`src/source/busPkg.sv`:
```
package busPkg;

  localparam int apbAddrBits = 32;
  localparam int apbDataBits = 32;

  typedef struct packed {
    logic [apbAddrBits-1:0]   paddr;
    logic                     psel;
    logic                     penable;
    logic                     pwrite;
    logic [apbDataBits-1:0]   pwdata;
    logic [apbDataBits/8-1:0] pstrb;
  } apbReqT;

  typedef struct packed {
    logic [apbDataBits-1:0] prdata;
    logic                   pready;
  } apbRspT;

  // One word moved between the cache controller and the APB master
  typedef struct packed {
    logic                   start;
    logic                   write;
    logic [apbAddrBits-1:0] addr;
    logic [apbDataBits-1:0] wdata;
  } xferReqT;

  typedef struct packed {
    logic                   done;
    logic [apbDataBits-1:0] rdata;
  } xferRspT;

endpackage

```
`src/source/apbMaster.sv`:
```
`timescale 1ns/10ps

module apbMaster import busPkg::*; (
  input  logic    clk,
  input  logic    reset,
  input  xferReqT xferReq,
  output xferRspT xferRsp,
  output apbReqT  apbReq,
  input  apbRspT  apbRsp
);

  typedef enum logic [1:0] {idle, setup, access} apbStateT;

  apbStateT state;
  logic [apbAddrBits-1:0] addrQ;
  logic [apbDataBits-1:0] wdataQ;
  logic writeQ;
  logic accept;

  // A new transfer is taken only from idle
  assign accept = (state == idle) && xferReq.start;

  always_ff @(posedge clk, posedge reset) begin
    if (reset) begin
      state <= idle;
    end else begin
      case (state)
        idle: begin
          if (xferReq.start) begin
            state <= setup;
          end
        end
        setup: state <= access;
        access: begin
          // Hold the access phase until the slave is ready
          if (apbRsp.pready) begin
            state <= idle;
          end
        end
        default: state <= idle;
      endcase
    end
  end

  // Transfer fields captured once per transfer
  always_ff @(posedge clk) begin
    if (accept) begin
      addrQ <= xferReq.addr;
      wdataQ <= xferReq.wdata;
      writeQ <= xferReq.write;
    end
  end

  assign apbReq.psel = (state != idle);
  assign apbReq.penable = (state == access);
  assign apbReq.paddr = addrQ;
  assign apbReq.pwrite = writeQ;
  assign apbReq.pwdata = wdataQ;
  assign apbReq.pstrb = '1;

  // Done marks the completing edge and takes read data straight from the bus
  assign xferRsp.done = (state == access) && apbRsp.pready;
  assign xferRsp.rdata = apbRsp.prdata;

endmodule

```
`config.mk`:
```
export PLATFORM = sky130hd
export DESIGN_NAME = apbMaster
export DESIGN_NICKNAME = d
export VERILOG_FILES = /design/src/source/busPkg.sv /design/src/source/apbMaster.sv
export SDC_FILE = /design/constraint.sdc
export NUM_CORES = 1
export LEC_CHECK = 0
export ABC_AREA = 1
export BUFFER_PORTS_ARGS = -buffer_cell sky130_fd_sc_hd__buf_2
export CORE_UTILIZATION = 39
export CTS_BUF_LIST = sky130_fd_sc_hd__clkbuf_8
export DETAILED_ROUTE_END_ITERATION = 8
export GPL_TIMING_DRIVEN = 1
export PLACE_DENSITY = 0.82
export SYNTH_ARGS = -nofsm -noshare
export SYNTH_HDL_FRONTEND = slang
export SYNTH_SLANG_ARGS = --single-unit
```
`constraint.sdc`:
```
create_clock -name clk -period 5.09 [get_ports clk]
set_clock_uncertainty 0.2 [all_clocks]
set_input_delay 1.018 -clock clk [delete_from_list [all_inputs] [get_ports clk]]
set_output_delay 1.018 -clock clk [all_outputs]
set_load 0.01 [all_outputs]
```
# After elaboration in Yosys (flattened, before gate mapping)
# Index checks and enable logic that the tools add are counted.
# W data, S select, Z words.
# totals
mem_bits_ro	0
word_cells	16
latch_bits	0
memories	0
out_inout_bits	104
register_bits	67
ram_bits	0
# classes
div	0
muxes	3
bitwise	0
shift	0
n_eq_ne	4
n_mul	0
order_cmp	0
addsub	0
n_reduce_logical	5
# op_table
cell	count
$pmux W2 S3	1
$mux W2	2
$eq A2 B1 Y1 const B	1
$eq A2 B2 Y1 const B	1
$logic_and A1 B1 Y1	2
$logic_not A2 Y1	1
$ne A2 B1 Y1 const B	1
$ne A2 B2 Y1 const B	1
$reduce_and A2 Y1	1
$reduce_bool A2 Y1	1

# Longest topological paths before layout
# depth
depth_word	3
mapped_depth	3
depth_no_buf	3

# Worst setup path before layout
# Ideal clock, no wire load.
# synth_timing
path_kind	input -> register
startpoint	input xferReq[65] in the netlist's numbering
endpoint	register addrQ[0] (enable)
path_buffers	0
setup_ns	0.488
path_stages	2
required_time_ns	4.402
slack_ns	0.633
t_arrival_ns	3.768
cell_sequence	inv_1 -> nor2_1
# synth_between
elab_chain_len	1
# synth_lines
element	line_no	rtl
from (decl)	apbMaster.sv:6	input xferReqT xferReq,
$logic_and A1 B1 Y1	apbMaster.sv:21	assign accept = (state == idle) && xferReq.start;
net accept	apbMaster.sv:18	logic accept;
to (signal assigned)	apbMaster.sv:48	addrQ <= xferReq.addr;
to (decl)	apbMaster.sv:15	logic [apbAddrBits-1:0] addrQ;
# The timed path passes the listed nets, and every way through them passes these cells.
# A chain may end at the register's enable or synchronous reset.

# Worst setup path in the final report
# layout_timing
startpoint	input xferReq[65] in the netlist's numbering
endpoint	register wdataQ[23] (enable)
# layout_between
elab_chain_len	1
# layout_lines
element	line_no	rtl
$logic_and A1 B1 Y1	apbMaster.sv:21	
net accept	apbMaster.sv:18	
to (signal assigned)	apbMaster.sv:49	wdataQ <= xferReq.wdata;
to (decl)	apbMaster.sv:16	logic [apbDataBits-1:0] wdataQ;
# The timed path passes the listed nets, and every way through them passes these cells.

==> flow_summary.ini <==
[yosys]
synth_area_per_cell_sq_um = 19.7
yosysSeqAreaShare_pct = 85.6
ys_types = 10
synth_top_area_share_pct = 83.4
ys_ff_latch = 67
synth.top_cells.by_area = edfxtp_1, buf_4, dfrtp_1, inv_1, nand2_1
post-synth-top-area-cell = edfxtp_1
netlist_area_sq_um = 2340
yosys_warnings = 0
syn_inst = 119

[grt]
grt_use_total_pct = 14.6
grt-ovfl-total = 0
grt_pass1_wl_um = 6260
antenna_found_initial = 0
grt_max_degree = 38
grt_pass1_vias = 1265

[place]
place_area_sq_um = 2860
dp_cells = 294
gp_congestion = 0.693
dp_hpwl_um = 3410
io_buffers = 136
pre_cts_ws_ps = 2070

[sta]
tightestPinTransition_ps = 985
fin_tns_setup_ps = 0
period_share_pct = 51.4
period_needed_ps = 2620
setup_viol = 0
relSlewSlack_pct = 34.2
grt_setup_unrepaired = no
fin_ws_ps = 2470
fmax_mhz = 382
hold_viol = 0
maxSlewViolCount = 0

[clocking]
numCtsBuffers = 9
max-clock-path-buffers = 2
tritoncts = built
clk_pin_slew_ps = 70
htree_levels = 3
cts_resized = 0
root_buffer = clkbuf_8
cts_setup_buffers = 0
hold_buffers = 0
clock_sinks = 67
insertion_delay_ps = 320

[drt]
firstDrtPassIters = 4
drc_errors = 0
vias = 1319
finalWirelength_um = 4430
viasPerCell = 4.25
drtAntennaViolNets = 0
drt-initial-drc-count = 52
wl_per_cell_um = 14.3

[die]
rows = 27
start_util_pct = 41.5
die_h_um = 79.5
io_pins = 205
die_w_um = 79.5
core_area_sq_um = 5640
die_area_sq_um = 6310

[worst_hold_path]
hold_start = state[0]$_DFFE_PP0P_
hold_class = reg -> reg
holdPathEnd = state[1]$_DFFE_PP0P_
hold_path_depth = 2

[worst_setup_path]
end_kind = flip-flop
r2r_end = wdataQ[23]$_DFFE_PP_
crit_family = simple AND/OR/NAND/NOR gates
worst-path-buf-inv = 3
worstPathArrival_ps = 2410
worstReg2RegStart = state[1]$_DFFE_PP0P_
required_ps = 4880
cp_cell_sequence = buf_2 -> inv_1 -> nor2_4 -> buf_4
worstRegToRegCells = 4
reg2reg_slack_ps = 2780
start_kind = input pin
path_class = in -> reg
path_max_fanout = 37
slowest_stage = nor2_4
max_stage_delay_ps = 770

[final_layout]
n_fill_cell = 474
fin_nets = 334
fin_util_pct = 54.1
syn2layout_area_growth_pct = 30.4
seqCellArea_sq_um = 2000
diodes = 0
final_cells = 310
design_area_sq_um = 3050
multiInputGateArea_sq_um = 56.3
drive_above_1_share_pct = 66.0

[power_and_ir_drop]
p_leak_uw = 0.00134
ir_worst_vdd_uv = 310
p_per_area_nw_per_um2 = 480

[flow_run]
maxCapViolCount = 0

[run_status]
status = completed
==> stage by stage <==
stage	hold slack (ps)	total power, uW
after floorplan	268	957
after global placement	278	1060
after detailed placement	297	1070
after CTS	308	1490
after global routing	313	1540
final	303	1460
==> layout make-up <==
type,count,area share (%)
inverters,6,0.738
well taps,72,2.95
multi-input cells,12,1.85
clock inverters,7,2.26
repair buffers,137,22.6
flip-flops and latches,67,65.6
clock buffers,9,4.06
==> how the worst max path moves through the flow <==
stage,depth (start not counted),from,to
after floorplan,2,xferReq[65],addrQ[0]$_DFFE_PP_
after global placement,4,xferReq[65],wdataQ[12]$_DFFE_PP_
after detailed placement,4,xferReq[65],wdataQ[12]$_DFFE_PP_
after CTS,4,xferReq[65],wdataQ[23]$_DFFE_PP_
after global routing,4,xferReq[65],wdataQ[23]$_DFFE_PP_
final,4,xferReq[65],wdataQ[23]$_DFFE_PP_
==> worst register-to-register path: stages, from the launching register on <==
cell and delay [ps]:
dfrtp_1 400, inv_2 70, nand2_2 70, nor2_4 750, buf_4 480
==> synth_stat cells, drive strengths merged <==
cell type	instances
edfxtp	65
buf	37
inv	6
nand2	4
nor2	3
dfrtp	2
conb	1
nand3	1
==> registers in the layout (all words and copies together) (netlist names) <==
register and cells:
addrQ 32, wdataQ 32, state 2, writeQ 1
==> kinds of logic after synthesis <==
logic type             after synthesis  share of synthesized area [%]
and+or+nand+nor                      8                           1.44
DFF                                 67                           85.6
other                                1                          0.160
buffers and inverters               43                           12.8
==> power by group <==
group	internal, uW	switching, uW	leakage (uW)
clock	224	192	0.0000950
sequential	748	28.2	0.000637
combinational	96.7	174	0.000606
total	1070	395	0.00134
==> layout by cell type (no fill, tap or decap), drive strengths merged <==
| cell type | n |
|---|---|
| buf | 137 |
| bufinv | 1 |
| clkbuf | 9 |
| clkinv | 4 |
| clkinvlp | 2 |
| conb | 4 |
| dfrtp | 2 |
| edfxtp | 65 |
| inv | 6 |
| nand2 | 4 |
| nand3 | 1 |
| nor2 | 3 |
==> per-layer routing <==
layer	share of wire [%]	vias up	track usage, %
li1	-	609	-
met4	4.3	0	12.7
met2	50	102	23.8
met5	0	-	0
met3	11	25	5.49
met1	35	583	14.6
Note: power is estimated with default switching activity, not from simulation.
