**config.mk**
```make
export PLATFORM = sky130hd
export DESIGN_NAME = setRam
export DESIGN_NICKNAME = d
export VERILOG_FILES = /design/src/source/setRam.sv
export SDC_FILE = /design/constraint.sdc
export NUM_CORES = 1
export LEC_CHECK = 0
export ABC_AREA = 1
export BUFFER_PORTS_ARGS = -buffer_cell sky130_fd_sc_hd__buf_2
export CORE_MARGIN = 1
export CORE_UTILIZATION = 30
export CTS_CLUSTER_DIAMETER = 120
export DETAILED_ROUTE_END_ITERATION = 10
export SLEW_MARGIN = 20
export SYNTH_ARGS = -nofsm -noshare
export SYNTH_HDL_FRONTEND = slang
export SYNTH_SLANG_ARGS = --single-unit
```
**constraint.sdc**
```tcl
create_clock -name clk -period 26.4 [get_ports clk]
set_input_delay 5.28 -clock clk [delete_from_list [all_inputs] [get_ports clk]]
set_output_delay 5.28 -clock clk [all_outputs]
set_load 0.01 [all_outputs]
```
**src/source/setRam.sv**
```systemverilog
`timescale 1ns/10ps

module setRam #(
  parameter type entryT = logic [31:0],
  parameter int depth = 16
) (
  input  logic                     clk,
  input  logic                     reset,
  input  logic [$clog2(depth)-1:0] readAddr,
  input  logic [$clog2(depth)-1:0] writeAddr,
  input  logic                     writeEnable,
  input  entryT                    writeEntry,
  output entryT                    readEntry
);

  entryT mem [depth];

  // Read port is combinational
  assign readEntry = mem[readAddr];

  // Reset clears every entry
  always_ff @(posedge clk, posedge reset) begin
    if (reset) begin
      for (int i = 0; i < depth; i++) begin
        mem[i] <= '0;
      end
    end else if (writeEnable) begin
      mem[writeAddr] <= writeEntry;
    end
  end

endmodule
```
; Yosys cells after proc, flatten, opt, wreduce, memory -nomap -nowiden
; Cells that the tools add are included.
[totals]
out_inout_bits = 32
ff_bits = 512
[classes]
bitwise_logic = 2
muxes = 6
order_cmp = 3
n_reduce_logical = 1
[ops]
columns = operator, n
row1 = bitwise mux 512 bit, 1
row2 = binary-select mux 32 bit (select 4 bit), 1
row3 = demux 32 bit (select 4 bit), 1
row4 = 2-to-1 mux 32 bit, 3
row5 = >= comparator 5 bit (second input constant), 2
row6 = inverter 4 -> 5 bit, 2
row7 = less-than comparator 5 x 1 -> 1 bit (second input constant), 1
row8 = logical AND 1 bit, 1

; Logic depth before layout (Yosys ltp)
; Gate-level depths: netlist of run 1.
[depth]
word_depth = 6
mapped_depth = 9

; Least setup slack after synthesis of run 1
; Ideal clock, no wire load.
[synth_timing]
path_kind = input-to-output
from = in readAddr[0]
to = out readEntry[10] in the netlist's numbering
slack_ns = 14.787
t_required_ns = 21.120
n_path_buf = 3
t_arrival_ns = 6.333
path_stages = 9
cell_sequence = buf_2 -> inv_2 -> buf_2 -> clkbuf_1 -> nand2_1 -> nand3_1 -> nand3_1 -> nand3_1 -> nand2_1
[synth_lines]
columns = element, line_no
row1 = "start, declared", 9  ; input logic [$clog2(depth)-1:0] readAddr,
row2 = "end, declared", 13  ; output entryT readEntry

==> out/qor.txt, run 1 <==
run status: finished with violations
failing checks: design-rule violations
layout overhead on the synthesized area: 11.52%
Mapped Avg Cell Area: 7.477 sq um
crit end category: output pin
antenna violations before repair: 6
syn nets: 3321
Ys Warns: 0
Cell Area, Synth: 0.02451 sq mm
Worst VDD drop: 0.05245 mV
Pins Over Slew Limit: 0
DP HPWL: 36700 um
crit-path leading delay family: buffers and inverters
Final min period: 13.36 ns
CTS Buf Count: 52
Final GP Congestion: 0.7504
ratio of final minimum period to clock period: 50.61%
DRT Pass-1 Iters: 8
Rows: 104
pin count of the biggest net entering global routing: 187
first-pass GRT wire length: 113200 um
TritonCTS clock tree: built
max-cap violations: 0
most frequent cells in the layout: 1118 x nand2_1, 516 x o21ai_0, 512 x dfrtp_1, 453 x inv_1, 390 x nand3_1
hold slack: 0.4759 ns
clk sinks: 512
PD cells: 78.63 mW/mm^2
Post-DRT Antenna Nets: 0
non-filler instance count after layout: 4308
Initial Util: 30.38%
Max Clock Freq: 74.85 MHz
Vias/cell: 4.720
skew final: 0 ns
crit path DAT: 8.08 ns
post-synthesis instance total: 3278
worst-path fanout max: 150
Crit-path slowest cell: inv_8
sequential fraction of the synthesis area: 52.27%
Core ar.: 0.08068 sq mm
WS Path Type: in -> out
hold buffer count at CTS: 0
placed cell area: 0.02557 sq mm
worst path cell trace: buf_8 -> inv_8 -> buf_4 -> nand2_1 -> nand2_1 -> nand2_1 -> nand3_1 -> nand3_1 -> nand2_1 -> buf_2
Clock Latency Late Sink: 0.60 ns
DRT Wirelength: 71130 um
relative slew slack: 27.98%
CTS resizes: 0
layout cells sized above 1: 6.810%
Placed Cells: 4208
Largest register FFs: 512
via count: 20332
Root Driver: clkbuf_16
Synth cell types: 19
Slew @ Worst Pin: 1.080 ns
fin util: 33.88%
unrepaired setup endpoints after global routing: no
commonest non-fill, non-tap cell in the layout: nand2_1
Post-CTS Repair Setup Buffers: 0
chip width: 287.8 um
biggest regs: mem (512)
Top reg by flops: mem
DRC: 20
IO Pins: 75
Hold Crit Class: reg -> reg
Worst path most repeated cell: nand2_1
Critical Path Start Type: primary input
GRT Overall Usage: 17.41%
Hold Violations, Final: 0
GRT Residual Overflow: 0
Max Buffers Root-to-Sink: 3
final setup TNS: 0 ns
WL/cell: 16.51 um
IO buf count: 74
Finished Cell Area: 0.02733 sq mm
CTS H-tree depth: 2
clock slew at reported path FFs: 0.06 ns
worst path buffer plus inverter count: 4
NumNets Final: 3245
drt initial violations: 2016
register bit total from synthesis: 512
Die H: 287.8 um
Required @ worst endpoint: 21.12 ns
Die ar.: 0.08285 sq mm
vias in the first global route: 19322
final setup fails: 0
Crit path largest cell delay: 0.79 ns
Leakage Power: 0.01371 uW
==> synth_stat cells <==
cell      number  area [sq um]
nand2_1     1121          4208
o21ai_0      516          2582
dfrtp_1      512         12810
inv_1        455          1708
nand3_1      392          1962
clkbuf_1     170         638.1
buf_2         37         185.2
buf_1         25         93.84
o21ai_1       22         110.1
or2_2          6         37.54
inv_2          4         15.01
nand3_2        4         40.04
nor2_4         4         45.04
nand2_2        3         18.77
nor2_1         2         7.510
nor2_2         2         12.51
buf_4          1         7.510
nor3_2         1         10.01
nor3_4         1         16.27
==> worst reg2reg max path: cells and delay by family, from the launching register on <==
kind,cells,cell delay (ns)
DFF,1,0.39
AOI/OAI and AO/OA,1,0.12
and+or+nand+nor,1,0.08
==> path summary, 6_finish.rpt <==
check | from | to | slack (ns) | depth (start not counted)
min in group asynchronous | reset | mem[62] | 4.80 | 2
worst max register to register | mem[487] | mem[487] | 25.65 | 2
worst min-delay path | mem[103] | mem[103] | 0.48 | 2
worst max-delay path | readAddr[0] | readEntry[31] | 13.04 | 10
max in group asynchronous | reset | mem[279] | 19.03 | 4
worst min register to register | mem[103] | mem[103] | 0.48 | 2
==> layout make-up <==
class | instances | area [sq um]
Clock buffer | 80 | 1599
Inverter | 459 | 1740
Sequential cell | 512 | 12810
Clock inverter | 17 | 152.6
Timing Repair Buffer | 103 | 628.1
Multi-Input combinational cell | 2074 | 9067
Fill cell | 8614 | 53340
Antenna cell | 3 | 7.507
Tap cell | 1060 | 1326
==> cells by family after synthesis <==
family          Yosys count  synth area share [%]
buf+inv                 692                 10.80
compound gates          538                 10.99
flops                   512                 52.27
simple gates           1536                 25.94
==> metal layers <==
metal | GRT usage, % | part of all wire, % | vias up
met2 | 27.68 | 45 | 474
li1 | - | - | 10025
met1 | 23.89 | 46 | 9726
met5 | 0 | 0.037 | -
met3 | 3.978 | 7.1 | 103
met4 | 4.220 | 1.9 | 4
==> power breakdown <==
| part | total [uW] | internal [uW] | switching, uW |
|---|---|---|---|
| sequential | 1020 | 951 | 72.8 |
| clock | 755 | 436 | 319 |
| combinational | 371 | 134 | 236 |
==> per-stage QoR <==
step	total power [uW]	setup slack (ns)
final	2149	13.04
after global routing	2289	12.81
after CTS	2172	13.05
after detailed placement	1410	13.06
after global placement	1398	13.05
after floorplan	1307	6.820
Note: power is estimated with default switching activity, not from simulation.
==> run 2: changes to the inputs <==
Clock period 26.4 ns to 10.9 ns, I/O delays scaled along.
==> run 2 against run 1 <==
- the flow still finishes with violations (design-rule violations)
- wire length decreased by 2.4%
- design area increased by 0.28%
- final cell count about the same
- sequential share of layout area decreased by 0.13 points
- die area unchanged
- via count decreased by 0.33%
- hold slack improved by 0.0057 ns
- largest power group unchanged
==> out/qor.txt, run 2 (same netlist as run 1, synthesis figures left out) <==
layout cells sized above 1: 6.810% (unchanged)
DP HPWL: 35830 um (-2.4%)
Hold Violations, Final: 0 (unchanged)
Critical Path Start Type: primary input
Required @ worst endpoint: 8.72 ns (-12.40 ns)
clk sinks: 512 (unchanged)
Final GP Congestion: 0.7696 (+2.6%)
Pins Over Slew Limit: 0 (unchanged)
CTS H-tree depth: 2 (unchanged)
CTS resizes: 0 (unchanged)
final setup TNS: 0 ns (unchanged)
worst-path fanout max: 71 (-53%)
Max Buffers Root-to-Sink: 3 (unchanged)
IO buf count: 74 (unchanged)
net switching power: 1498 uW (+140%)
NumNets Final: 3246 (+0.031%)
CTS Buf Count: 52 (unchanged)
Core ar.: 0.08068 sq mm (unchanged)
total chip power: 5265 uW (+140%)
Clock Latency Late Sink: 0.59 ns (about the same)
Sw Ratio: 28.44% (-0.75 points)
hold buffer count at CTS: 0 (unchanged)
max-cap violations: 0 (unchanged)
crit end category: output pin
first-pass GRT wire length: 111900 um (-1.1%)
chip width: 287.8 um (unchanged)
layout overhead on the synthesized area: 11.83%
Hold Crit Class: reg -> reg
biggest regs: mem (512)
relative slew slack: 21.56% (-6.4 points)
WL/cell: 16.10 um (-2.5%)
Die H: 287.8 um (unchanged)
Largest register FFs: 512 (unchanged)
Root Driver: clkbuf_16
Int Pwr: 3768 uW (+150%)
most frequent cells in the layout: 1118 x nand2_1, 516 x o21ai_0, 512 x dfrtp_1, 452 x inv_1, 390 x nand3_1
failing checks: design-rule violations
IO Pins: 75 (unchanged)
number of fill cells in the layout: 8566 (-0.56%)
commonest non-fill, non-tap cell in the layout: nand2_1
Worst VDD drop: 0.1296 mV (+150%)
pin count of the biggest net entering global routing: 154 (-18%)
Rows: 104 (unchanged)
Die ar.: 0.08285 sq mm (unchanged)
Post-DRT Antenna Nets: 0 (unchanged)
Final min period: 7.261 ns
clock network fraction of design power: 36.0% (+0.9 points)
crit path DAT: 5.08 ns (-3.00 ns)
GRT Residual Overflow: 0 (unchanged)
PD cells: 192.1 mW/mm^2 (+140%)
ratio of final minimum period to clock period: 66.62%
DRC: 28 (+40%)
DRT Pass-1 Iters: 8 (unchanged)
logic gate share of total power: 16.9% (-0.3 points)
Vias/cell: 4.703 (-0.35%)
clock slew at reported path FFs: 0.06 ns (about the same)
GRT Overall Usage: 17.09% (-0.32 points)
TritonCTS clock tree: built
Initial Util: 30.38% (unchanged)
skew final: 0 ns (unchanged)
run status: finished with violations
Leakage Power: 0.01374 uW (+0.20%)
final setup fails: 0 (unchanged)
Top reg by flops: mem
sequential power share: 47.1% (-0.5 points)
drt initial violations: 2016 (unchanged)
WS Path Type: in -> out
vias in the first global route: 19572 (+1.3%)
unrepaired setup endpoints after global routing: no
DRT Wirelength: 69400 um (-2.4%)
Max Clock Freq: 137.7 MHz
Post-CTS Repair Setup Buffers: 0 (unchanged)
Slew @ Worst Pin: 1.177 ns (+0.09625 ns)
antenna violations before repair: 5 (-1)
via count: 20265 (-0.33%)
==> run 2: changes by cell type in the layout (fill, tap and decap cells not counted), moves of 2 or more <==
cell,before,now
buf_4,29,31
clkbuf_8,15,17
bufinv_16,2,5
clkinv_2,12,9
==> run 2: power by group through the flow <==
stage                     registers, uW  clock network [uW]  logic, uW
after CTS                          2480                1940        904
after global placement             2500                   0        881
after floorplan                    2480                   0        692
final                              2480                1900        891
after detailed placement           2510                   0        899
after global routing               2530                2010       1060
==> run 2: final timing paths <==
kind                            slack (ns)       endpoint  cells after the start   startpoint
min in group asynchronous             1.75       mem[197]                      2        reset
worst max-delay path                  3.64  readEntry[20]                      8  readAddr[1]
worst min-delay path                  0.48       mem[108]                      2     mem[108]
worst max register to register       10.19        mem[76]                      2      mem[76]
max in group asynchronous             6.91       mem[204]                      4        reset
worst min register to register        0.48       mem[108]                      2     mem[108]
==> run 2: metrics by stage <==
stage	instances	util [%]	hold WS [ns]	cell area [sq um]	setup slack [ns]
4_1_cts	4305	33.96	0.4830	27400	3.663
5_1_grt	4305	33.96	0.4986	27400	3.390
3_5_place_dp	4209	31.69	0.4676	25570	3.679
2_1_floorplan	3278	-	0.4451	24510	1.768
6_report	4309	33.97	0.4816	27410	3.639
3_3_place_gp	4209	31.69	0.4584	25570	3.626
==> run 2: routing by layer <==
metal / track usage (%) / up-vias / routed length, um
li1: - / 10024 / -
met1: 24.42 / 9596 / 32880
met2: 26.87 / 523 / 30460
met3: 2.417 / 120 / 4374
met4: 4.788 / 2 / 1673
met5: 0 / - / 8
==> run 2: cell type report <==
type / count / area (sq um) / area share [%]
Sequential cell: 512 / 12810 / 46.74
Timing Repair Buffer: 104 / 623.1 / 2.273
Tap cell: 1060 / 1326 / 4.839
Clock inverter: 14 / 206.4 / 0.7532
Multi-Input combinational cell: 2074 / 9067 / 33.08
Inverter: 459 / 1738 / 6.340
Antenna cell: 4 / 10.01 / 0.03652
Clock buffer: 82 / 1627 / 5.934
==> run 2: worst max-delay path, stage by stage <==
cell	delay (ns)
buf_4	0.38
inv_4	0.72
buf_4	0.85
nand3_1	0.16
nand3_1	0.12
nand3_1	0.11
nand2_1	0.22
buf_2	0.18
