`config.mk`:
```
export PLATFORM = sky130hd
export DESIGN_NAME = cacheController
export DESIGN_NICKNAME = d
export VERILOG_FILES = /design/src/source/busPkg.sv /design/src/source/cachePkg.sv /design/src/source/cacheController.sv
export SDC_FILE = /design/constraint.sdc
export NUM_CORES = 1
export LEC_CHECK = 0
export BUFFER_PORTS_ARGS = -buffer_cell sky130_fd_sc_hd__clkbuf_2
export CAP_MARGIN = 15
export CORE_AREA = 2 2 154 156
export CTS_BUF_LIST = sky130_fd_sc_hd__clkbuf_8
export CTS_CLUSTER_DIAMETER = 100
export DETAILED_ROUTE_END_ITERATION = 6
export DIE_AREA = 0 0 156 158
export PLACE_DENSITY = 0.47
export SYNTH_ARGS = -nofsm -noshare
export SYNTH_HDL_FRONTEND = slang
export SYNTH_SLANG_ARGS = --single-unit
```
`constraint.sdc`:
```
create_clock -name clk -period 3.4 [get_ports clk]
set_input_delay 0.51 -clock clk [delete_from_list [all_inputs] [get_ports clk]]
set_output_delay 0.51 -clock clk [all_outputs]
set_load 0.03 [all_outputs]
```
`src/source/busPkg.sv`:
```
package busPkg;

  localparam int apbAddrBits = 32;
  localparam int apbDataBits = 32;

  typedef struct packed {
    logic [apbAddrBits-1:0]   paddr;
    logic                     psel;
    logic                     penable;
    logic                     pwrite;
    logic [apbDataBits-1:0]   pwdata;
    logic [apbDataBits/8-1:0] pstrb;
  } apbReqT;

  typedef struct packed {
    logic [apbDataBits-1:0] prdata;
    logic                   pready;
  } apbRspT;

  // One word moved between the cache controller and the APB master
  typedef struct packed {
    logic                   start;
    logic                   write;
    logic [apbAddrBits-1:0] addr;
    logic [apbDataBits-1:0] wdata;
  } xferReqT;

  typedef struct packed {
    logic                   done;
    logic [apbDataBits-1:0] rdata;
  } xferRspT;

endpackage

```
`src/source/cachePkg.sv`:
```
package cachePkg;

  // Geometry
  localparam int wordBits = 32;
  localparam int wordsPerLine = 4;
  localparam int addrBits = 32;
  localparam int byteOffsetBits = 2;
  localparam int wordOffsetBits = $clog2(wordsPerLine);
  localparam int lineOffsetBits = wordOffsetBits + byteOffsetBits;

  // Sized for the smallest set count of two so larger caches leave upper bits unused
  localparam int tagBits = addrBits - lineOffsetBits - 1;

  typedef logic [wordBits-1:0] wordT;

  // Processor request held while stall is high
  typedef struct packed {
    logic                read;
    logic                write;
    logic [addrBits-1:0] addr;
    wordT                writeData;
    logic [3:0]          byteMask;
  } cpuReqT;

  typedef struct packed {
    logic stall;
    wordT readData;
  } cpuRspT;

  typedef struct packed {
    logic               valid;
    logic               dirty;
    logic [tagBits-1:0] tag;
  } tagEntryT;

  // Sweep clears the tag arrays after reset
  typedef enum logic [2:0] {sweep, ready, writeBack, memRead, resume} cacheStateT;

endpackage

```
`src/source/cacheController.sv`:
```
`timescale 1ns/10ps

module cacheController import cachePkg::*, busPkg::*; #(
  parameter int numSets = 16
) (
  input  logic                                     clk,
  input  logic                                     reset,
  input  cpuReqT                                   cpuReq,
  output cpuRspT                                   cpuRsp,
  input  tagEntryT                                 tagRead0,
  input  tagEntryT                                 tagRead1,
  input  wordT                                     dataRead0,
  input  wordT                                     dataRead1,
  output logic [$clog2(numSets)-1:0]               tagIndex,
  output logic                                     tagWriteEnable0,
  output logic                                     tagWriteEnable1,
  output tagEntryT                                 tagWriteEntry,
  output logic [$clog2(numSets*wordsPerLine)-1:0]  dataAddr,
  output logic                                     dataWriteEnable0,
  output logic                                     dataWriteEnable1,
  output wordT                                     dataWriteWord,
  output xferReqT                                  xferReq,
  input  xferRspT                                  xferRsp
);

  localparam int indexBits = $clog2(numSets);
  localparam int tagUsed = addrBits - lineOffsetBits - indexBits;

  cacheStateT state;
  logic [indexBits-1:0] sweepCount;
  logic [wordOffsetBits-1:0] wordCount;
  logic victimWay;
  // Way to replace next in each set
  logic [numSets-1:0] lru;

  logic [indexBits-1:0] reqIndex;
  logic [wordOffsetBits-1:0] reqWord;
  logic [tagUsed-1:0] reqTag;
  logic [tagUsed-1:0] lineTag;
  logic reqActive;
  logic hit0;
  logic hit1;
  logic hit;
  logic hitWay;
  logic accessDone;
  logic newVictim;
  logic victimSel;
  logic lastWord;
  logic missBusy;
  tagEntryT victimEntry;
  wordT hitWord;
  wordT victimWord;
  wordT mergedWord;

  assign reqIndex = cpuReq.addr[lineOffsetBits +: indexBits];
  assign reqWord = cpuReq.addr[byteOffsetBits +: wordOffsetBits];
  assign reqTag = cpuReq.addr[addrBits-1 -: tagUsed];

  // Only the low tag bits take part in hit detection
  assign reqActive = cpuReq.read | cpuReq.write;
  assign hit0 = tagRead0.valid && (tagRead0.tag[tagUsed-1:0] == reqTag);
  assign hit1 = tagRead1.valid && (tagRead1.tag[tagUsed-1:0] == reqTag);
  assign hit = hit0 | hit1;
  assign hitWay = hit1;
  assign accessDone = reqActive && hit && (state == ready || state == resume);

  // Invalid way first and way 0 if both are free
  always_comb begin
    if (!tagRead0.valid) begin
      newVictim = 1'b0;
    end else if (!tagRead1.valid) begin
      newVictim = 1'b1;
    end else begin
      newVictim = lru[reqIndex];
    end
  end

  assign victimSel = (state == ready) ? newVictim : victimWay;
  assign victimEntry = victimSel ? tagRead1 : tagRead0;
  assign victimWord = victimSel ? dataRead1 : dataRead0;
  assign hitWord = hitWay ? dataRead1 : dataRead0;

  // Byte lanes from the write data replace the hit word
  always_comb begin
    mergedWord = hitWord;
    for (int b = 0; b < wordBits / 8; b++) begin
      if (cpuReq.byteMask[b]) begin
        mergedWord[8*b +: 8] = cpuReq.writeData[8*b +: 8];
      end
    end
  end

  assign lastWord = xferRsp.done && (wordCount == wordOffsetBits'(wordsPerLine - 1));
  assign missBusy = (state == writeBack) || (state == memRead);

  always_ff @(posedge clk, posedge reset) begin
    if (reset) begin
      state <= sweep;
      sweepCount <= '0;
      wordCount <= '0;
      victimWay <= 1'b0;
    end else begin
      case (state)
        sweep: begin
          sweepCount <= sweepCount + 1'b1;
          if (sweepCount == indexBits'(numSets - 1)) begin
            state <= ready;
          end
        end
        ready: begin
          if (reqActive && !hit) begin
            victimWay <= newVictim;
            state <= (victimEntry.valid && victimEntry.dirty) ? writeBack : memRead;
          end
        end
        writeBack: begin
          if (lastWord) begin
            state <= memRead;
          end
        end
        memRead: begin
          if (lastWord) begin
            state <= resume;
          end
        end
        resume: state <= ready;
        default: state <= ready;
      endcase
      // Wraps back to word 0 after each line
      if (xferRsp.done) begin
        wordCount <= wordCount + 1'b1;
      end
    end
  end

  always_ff @(posedge clk, posedge reset) begin
    if (reset) begin
      lru <= '0;
    end else if (state == sweep) begin
      lru[sweepCount] <= 1'b0;
    end else if (accessDone) begin
      lru[reqIndex] <= ~hitWay;
    end
  end

  // Storage addressing and writes
  always_comb begin
    tagIndex = (state == sweep) ? sweepCount : reqIndex;
    dataAddr = missBusy ? {reqIndex, wordCount} : {reqIndex, reqWord};
    tagWriteEnable0 = 1'b0;
    tagWriteEnable1 = 1'b0;
    tagWriteEntry = '0;
    dataWriteEnable0 = 1'b0;
    dataWriteEnable1 = 1'b0;
    dataWriteWord = mergedWord;
    case (state)
      sweep: begin
        tagWriteEnable0 = 1'b1;
        tagWriteEnable1 = 1'b1;
      end
      memRead: begin
        dataWriteWord = xferRsp.rdata;
        dataWriteEnable0 = xferRsp.done & ~victimWay;
        dataWriteEnable1 = xferRsp.done & victimWay;
        // Line becomes valid and clean with the last word
        tagWriteEntry = '{valid: 1'b1, dirty: 1'b0, tag: tagBits'(reqTag)};
        tagWriteEnable0 = lastWord & ~victimWay;
        tagWriteEnable1 = lastWord & victimWay;
      end
      ready, resume: begin
        if (accessDone && cpuReq.write) begin
          tagWriteEntry = '{valid: 1'b1, dirty: 1'b1, tag: tagBits'(reqTag)};
          tagWriteEnable0 = ~hitWay;
          tagWriteEnable1 = hitWay;
          dataWriteEnable0 = ~hitWay;
          dataWriteEnable1 = hitWay;
        end
      end
      default: begin
        tagWriteEntry = '0;
      end
    endcase
  end

  // Write-back goes to the victim line and refill to the requested line
  assign lineTag = (state == writeBack) ? victimEntry.tag[tagUsed-1:0] : reqTag;
  assign xferReq.start = missBusy;
  assign xferReq.write = (state == writeBack);
  assign xferReq.addr = {lineTag, reqIndex, wordCount, {byteOffsetBits{1'b0}}};
  assign xferReq.wdata = victimWord;

  assign cpuRsp.stall = (state == sweep) || missBusy || (state == ready && reqActive && !hit);
  assign cpuRsp.readData = hitWord;

endmodule

```
# Word-level counts from Yosys, hierarchy flattened

Cells that the tools add are included.

Logic and storage cells: 92
Register bits after elaboration: 26
Output and inout port bits: 174
Input port bits: 227

$lt $le $gt $ge: 4
Multiplexer cells: 37
Equality and inequality tests: 12
Reductions and logical operators: 22
Bitwise gates (word level): 10
Add/sub/neg operators: 2

Operator list:

| operator              | number |
|---|---|
| $mux W32              | 3 |
| $mux W29              | 2 |
| $pmux W29 S2          | 1 |
| $eq A24 B24 Y1        | 2 |
| $mux W16              | 2 |
| $mux W8               | 4 |
| $mux W24              | 1 |
| $and A16 B16 Y16      | 1 |
| $bwmux W16            | 1 |
| $not A16 Y16          | 1 |
| $logic_and A1 B1 Y1   | 12 |
| $mux W3               | 4 |
| $pmux W3 S4           | 1 |
| $lt A4 B5 Y1 const B  | 2 |
| $mux W1               | 9 |
| $demux W1 S4          | 2 |
| $ge A4 B1 Y1 const B  | 2 |
| $eq A3 B2 Y1 const B  | 2 |
| $ne A2 B2 Y1 const B  | 3 |
| $pmux W1 S3           | 2 |
| $add A4 B1 Y4 const B | 1 |
| $and A1 B1 Y1         | 4 |
| $bmux W1 S4           | 1 |
| $eq A4 B4 Y1 const B  | 1 |
| other kinds (17)      | 23 |

# Longest topological paths before layout

Word-level depth: 10
Gate-level depth with buffers: 9
Depth with buffers taken out: 6

# Worst setup path after synthesis

Ideal clock, no wire load.

Path type: input to output
Start point: in cpuReq[53] (netlist bit)
End point: out tagWriteEntry[27] (netlist bit)
Path buffers: 0
Cell stages on the path: 5
Setup slack: 0.290 ns
Data arrival time: 2.600 ns
Data required time: 2.890 ns
Cell sequence: xor2_1 -> or4_1 -> or4b_1 -> or4b_1 -> a21oi_1

RTL lines:

| what            | line                  | source |
|---|---|---|
| start, declared | cacheController.sv:8  | `input cpuReqT cpuReq,` |
| end, declared   | cacheController.sv:17 | `output tagEntryT tagWriteEntry,` |

==> impl_summary.md <==
Yosys
The number of unique standard cell types used by synthesis is 45. The fraction of post-synthesis cell area in the top cell type by area is 17.27%. The average instance area after synthesis is 8.237 um^2. Ranked by total cell area, the synthesized netlist is headed by sky130_fd_sc_hd__mux2_2, sky130_fd_sc_hd__dfrtp_1, sky130_fd_sc_hd__mux2i_1, sky130_fd_sc_hd__o221a_2, sky130_fd_sc_hd__xnor2_1.

After synthesis, flip-flops and latches occupy 14.05% of the total area. The cell area after technology mapping is 4629 um^2. The most frequently used flop master after synthesis is sky130_fd_sc_hd__dfrtp_1. Synthesis handed over a netlist of 562 instances.

After synthesis, the share of flip-flops with an asynchronous set or reset is 100.0%. The cell accounting for the most synthesized area is sky130_fd_sc_hd__mux2_2. Counting flops with a built-in enable in the synthesized netlist gives 0.

The warning count from the yosys run is 0. The number of register bits inferred by synthesis is 26.

Clock network
The H-tree depth is 1. After clock tree synthesis, the setup repair step added 0 buffers. The root buffer selected by CTS is sky130_fd_sc_hd__clkbuf_8.

Buffers inserted during clock tree synthesis total 3. After clock tree synthesis, the clock-pin slew on the worst setup and hold paths is 0.10 ns. The TritonCTS clock tree is yes. The hold buffer count at cts is 0.

The number of clock sinks is 26. Post-CTS repair changed the size of 0 cells. The clock network latency to the later pin of the worst-skew pair is 0.28 ns.

The clock passes through at most 2 buffers.

Detailed routing
The first detailed-routing pass ran for 5 iterations. The post-detailed-route wirelength per cell is 19.61 um. Using the TritonRoute via totals, the vias-per-cell ratio works out to 4.784.

The wire length reported by the detailed router is 23680 um. In this run, the number of DRC markers left after iteration 0 of detailed routing was 363. The detailed-route via count is 5774. For this run, design rule violations remaining after detail routing come to 0.

The number of routed nets with antenna violations is 0.

Setup path
STA classifies the critical path startpoint as an input pin. The largest single stage delay on the critical path is 0.55 ns. In this run the worst path has a maximum fanout of 4.

The kind of capture point of the worst setup path is an output port. The cell that appears most often on the critical path is sky130_fd_sc_hd__clkbuf_2. Walking the worst path, the cells encountered are clkbuf_2 -> xnor2_1 -> nand2_1 -> or3b_1 -> or4_1 -> or4b_1 -> a21oi_1 -> clkbuf_2. The critical path starts at cpuReq[64]. The worst path required time is 2.89 ns. The reg-to-reg endpoint is lru[2]. The classification of the worst setup path is input pin to output port. The worst-path cell with the longest stage delay is sky130_fd_sc_hd__or4b_1.

The endpoint of the worst setup timing path is tagWriteEntry[27]. The worst register-to-register path begins at state[0]. The logic depth of the worst register-to-register path is 5. The arrival time at the worst endpoint is 2.77 ns. Setup slack on the worst reg-to-reg path comes out at 1.46 ns.

Power and ir drop
The clock network power share is 4.1%. The analysis attributes to net switching a power of 3.112 mW. The internal cell power is 1.974 mW.

VDD sags by at most 296.8 uV. Combinational logic burns 86.0% of the power. In this run the static leakage power is 3.291 nW. The power per unit of standard cell area is 736.8 nW/um^2.

The total power is 5.087 mW. Per report_power, the sequential group accounts for 9.9% of the total. The proportion of total power due to net switching is 61.19%.

Placed design
After detailed placement, the design holds a cell count of 1200. The placed wire-length estimate is 20270 um. The post-placement cell area is 6817 um^2. The global placer's final weighted congestion is 0.8038. Timing analysis after detailed placement gives a worst setup slack of 0.1263 ns. The total of buffers placed on input and output ports is 387.

Timing
Setup slack closes at 0.1179 ns. The highest clock frequency the design can meet is 0.3047 GHz. The tightest hold path in the finished design has a slack of 0.1337 ns.

Between clock sinks in the finished design, the worst skew comes to 0.004207 ns. Setup repair after global routing left no endpoint under its margin. Counting I/O delays and the setup requirement, the final critical path takes 3.282 ns. For the final routed database, the setup TNS stands at 0 ns. The period utilization is 96.53%. In this run the tightest slew margin relative to its limit is 64.97%. For the pin with the worst max-slew slack, the measured transition is 0.5235 ns. The max-slew violation count came to 0. The final count of hold timing violations is 0. Setup violations remaining at the end of the flow were counted as 0.

Finish
The area overhead of the layout relative to synthesis is 49.14%. The most common cell after layout, fill and taps aside is sky130_fd_sc_hd__clkbuf_2. In the layout the commonest cells are sky130_fd_sc_hd__clkbuf_2, sky130_fd_sc_hd__mux2_2, sky130_fd_sc_hd__mux2i_1, sky130_fd_sc_hd__nand2_1, sky130_fd_sc_hd__o21ai_0. Measured on the finished design, the core utilization comes to 29.95%. The finished cells cover 6904 um^2. In the final layout, the share of cells above drive strength 1 is 56.50%. The final net count is 1148. The count of cells in the finished layout, fillers not included, comes to 1207.

Die
The initial cell density of the core is 20.08%. In this run the count of I/O pins placed on the die edge is 401. The die covers 24650 um^2. The row count is 56.

The die boundary height is 158 um. The core region area is 23050 um^2. The floorplan step set the die width to 156 um.

Global routing
The number of antenna violations at the first check in global routing is 13. The wire length of the first global-routing pass is 33110 um. Global routing used 17.56% of the available tracks.

The largest net degree at the start of global routing is 50. For this run the aggregate overflow at the end of global routing stands at 0. The number of global-route vias before repair is 5387.

Hold path
The class of the most critical hold timing path is input pin to asynchronous set/reset pin.

Status
The flow ran to the end, and the final reports show no timing, DRC or antenna violations.

Flow run
The max-cap check violation count is 0.
==> layer usage <==
layer / up-vias / track usage [%] / share of wire (%)
li1: 2779 / - / -
met1: 2694 / 22.76 / 42
met2: 242 / 28.74 / 47
met3: 37 / 6.269 / 9.5
met4: 22 / 2.446 / 1.1
met5: - / 0 / 0.61
==> final cells by class <==
cell class	count	area [um^2]
Fill cell	2559	16150
Multi-Input combinational cell	475	3690
Timing Repair Buffer	403	2115
Sequential cell	26	650.6
Tap cell	290	362.8
Clock buffer	4	55.05
Inverter	7	26.28
Antenna cell	2	5.005
==> cell families after synthesis <==
| group | synth area share, % |
|---|---|
| AOI/OAI and AO/OA | 15.51 |
| xor gates and xnor gates | 10.22 |
| adders and majority gates | 1.351 |
| buffers and inverters | 6.622 |
| DFF | 14.05 |
| muxes | 28.14 |
| other | 0.08100 |
| and+or+nand+nor | 24.03 |
==> power by group through the flow <==
stage / logic [mW] / clock network (mW) / registers [mW]
2_1_floorplan: 3.12 / 0 / 0.478
3_3_place_gp: 4.39 / 0 / 0.509
3_5_place_dp: 4.41 / 0 / 0.510
4_1_cts: 4.42 / 0.219 / 0.505
5_1_grt: 4.68 / 0.229 / 0.522
6_report: 4.37 / 0.211 / 0.504
==> synthesized netlist by cell type, drive strengths merged (3+ instances only) <==
library cell / number
ha: 5
nor3: 12
a21oi: 4
inv: 7
mux2i: 48
or2: 3
a31oi: 3
nand2b: 8
nand2: 49
mux2: 71
xor2: 16
nor4: 9
dfrtp: 26
o221a: 32
nand3: 7
and2: 25
clkbuf: 26
buf: 32
nand4: 16
nor4b: 3
nand3b: 38
nor2: 13
o21ai: 49
xnor2: 38
==> worst min path at each step <==
stage	startpoint	to	slack [ns]	depth (start not counted)
3_3_place_gp	wordCount[0]	wordCount[0]	0.52	1
3_5_place_dp	wordCount[0]	wordCount[0]	0.53	1
5_1_grt	reset	sweepCount[2]	0.14	2
2_1_floorplan	lru[14]	lru[14]	0.51	2
6_report	reset	lru[9]	0.13	2
4_1_cts	xferRsp[32]	wordCount[0]	0.50	2
==> state kept, by name (all words and copies together) (netlist names) <==
register	cells
lru	16
state	3
sweepCount	4
victimWay	1
wordCount	2
==> worst max-delay path: cells and delay by family <==
| kind | cells | cell delay, ns |
|---|---|---|
| AO/OA/AOI/OAI | 1 | 0.14 |
| XOR/XNOR | 1 | 0.26 |
| buffers and inverters | 2 | 0.36 |
| AND/OR/NAND/NOR | 4 | 1.50 |
(Power assumes the default switching activity.)
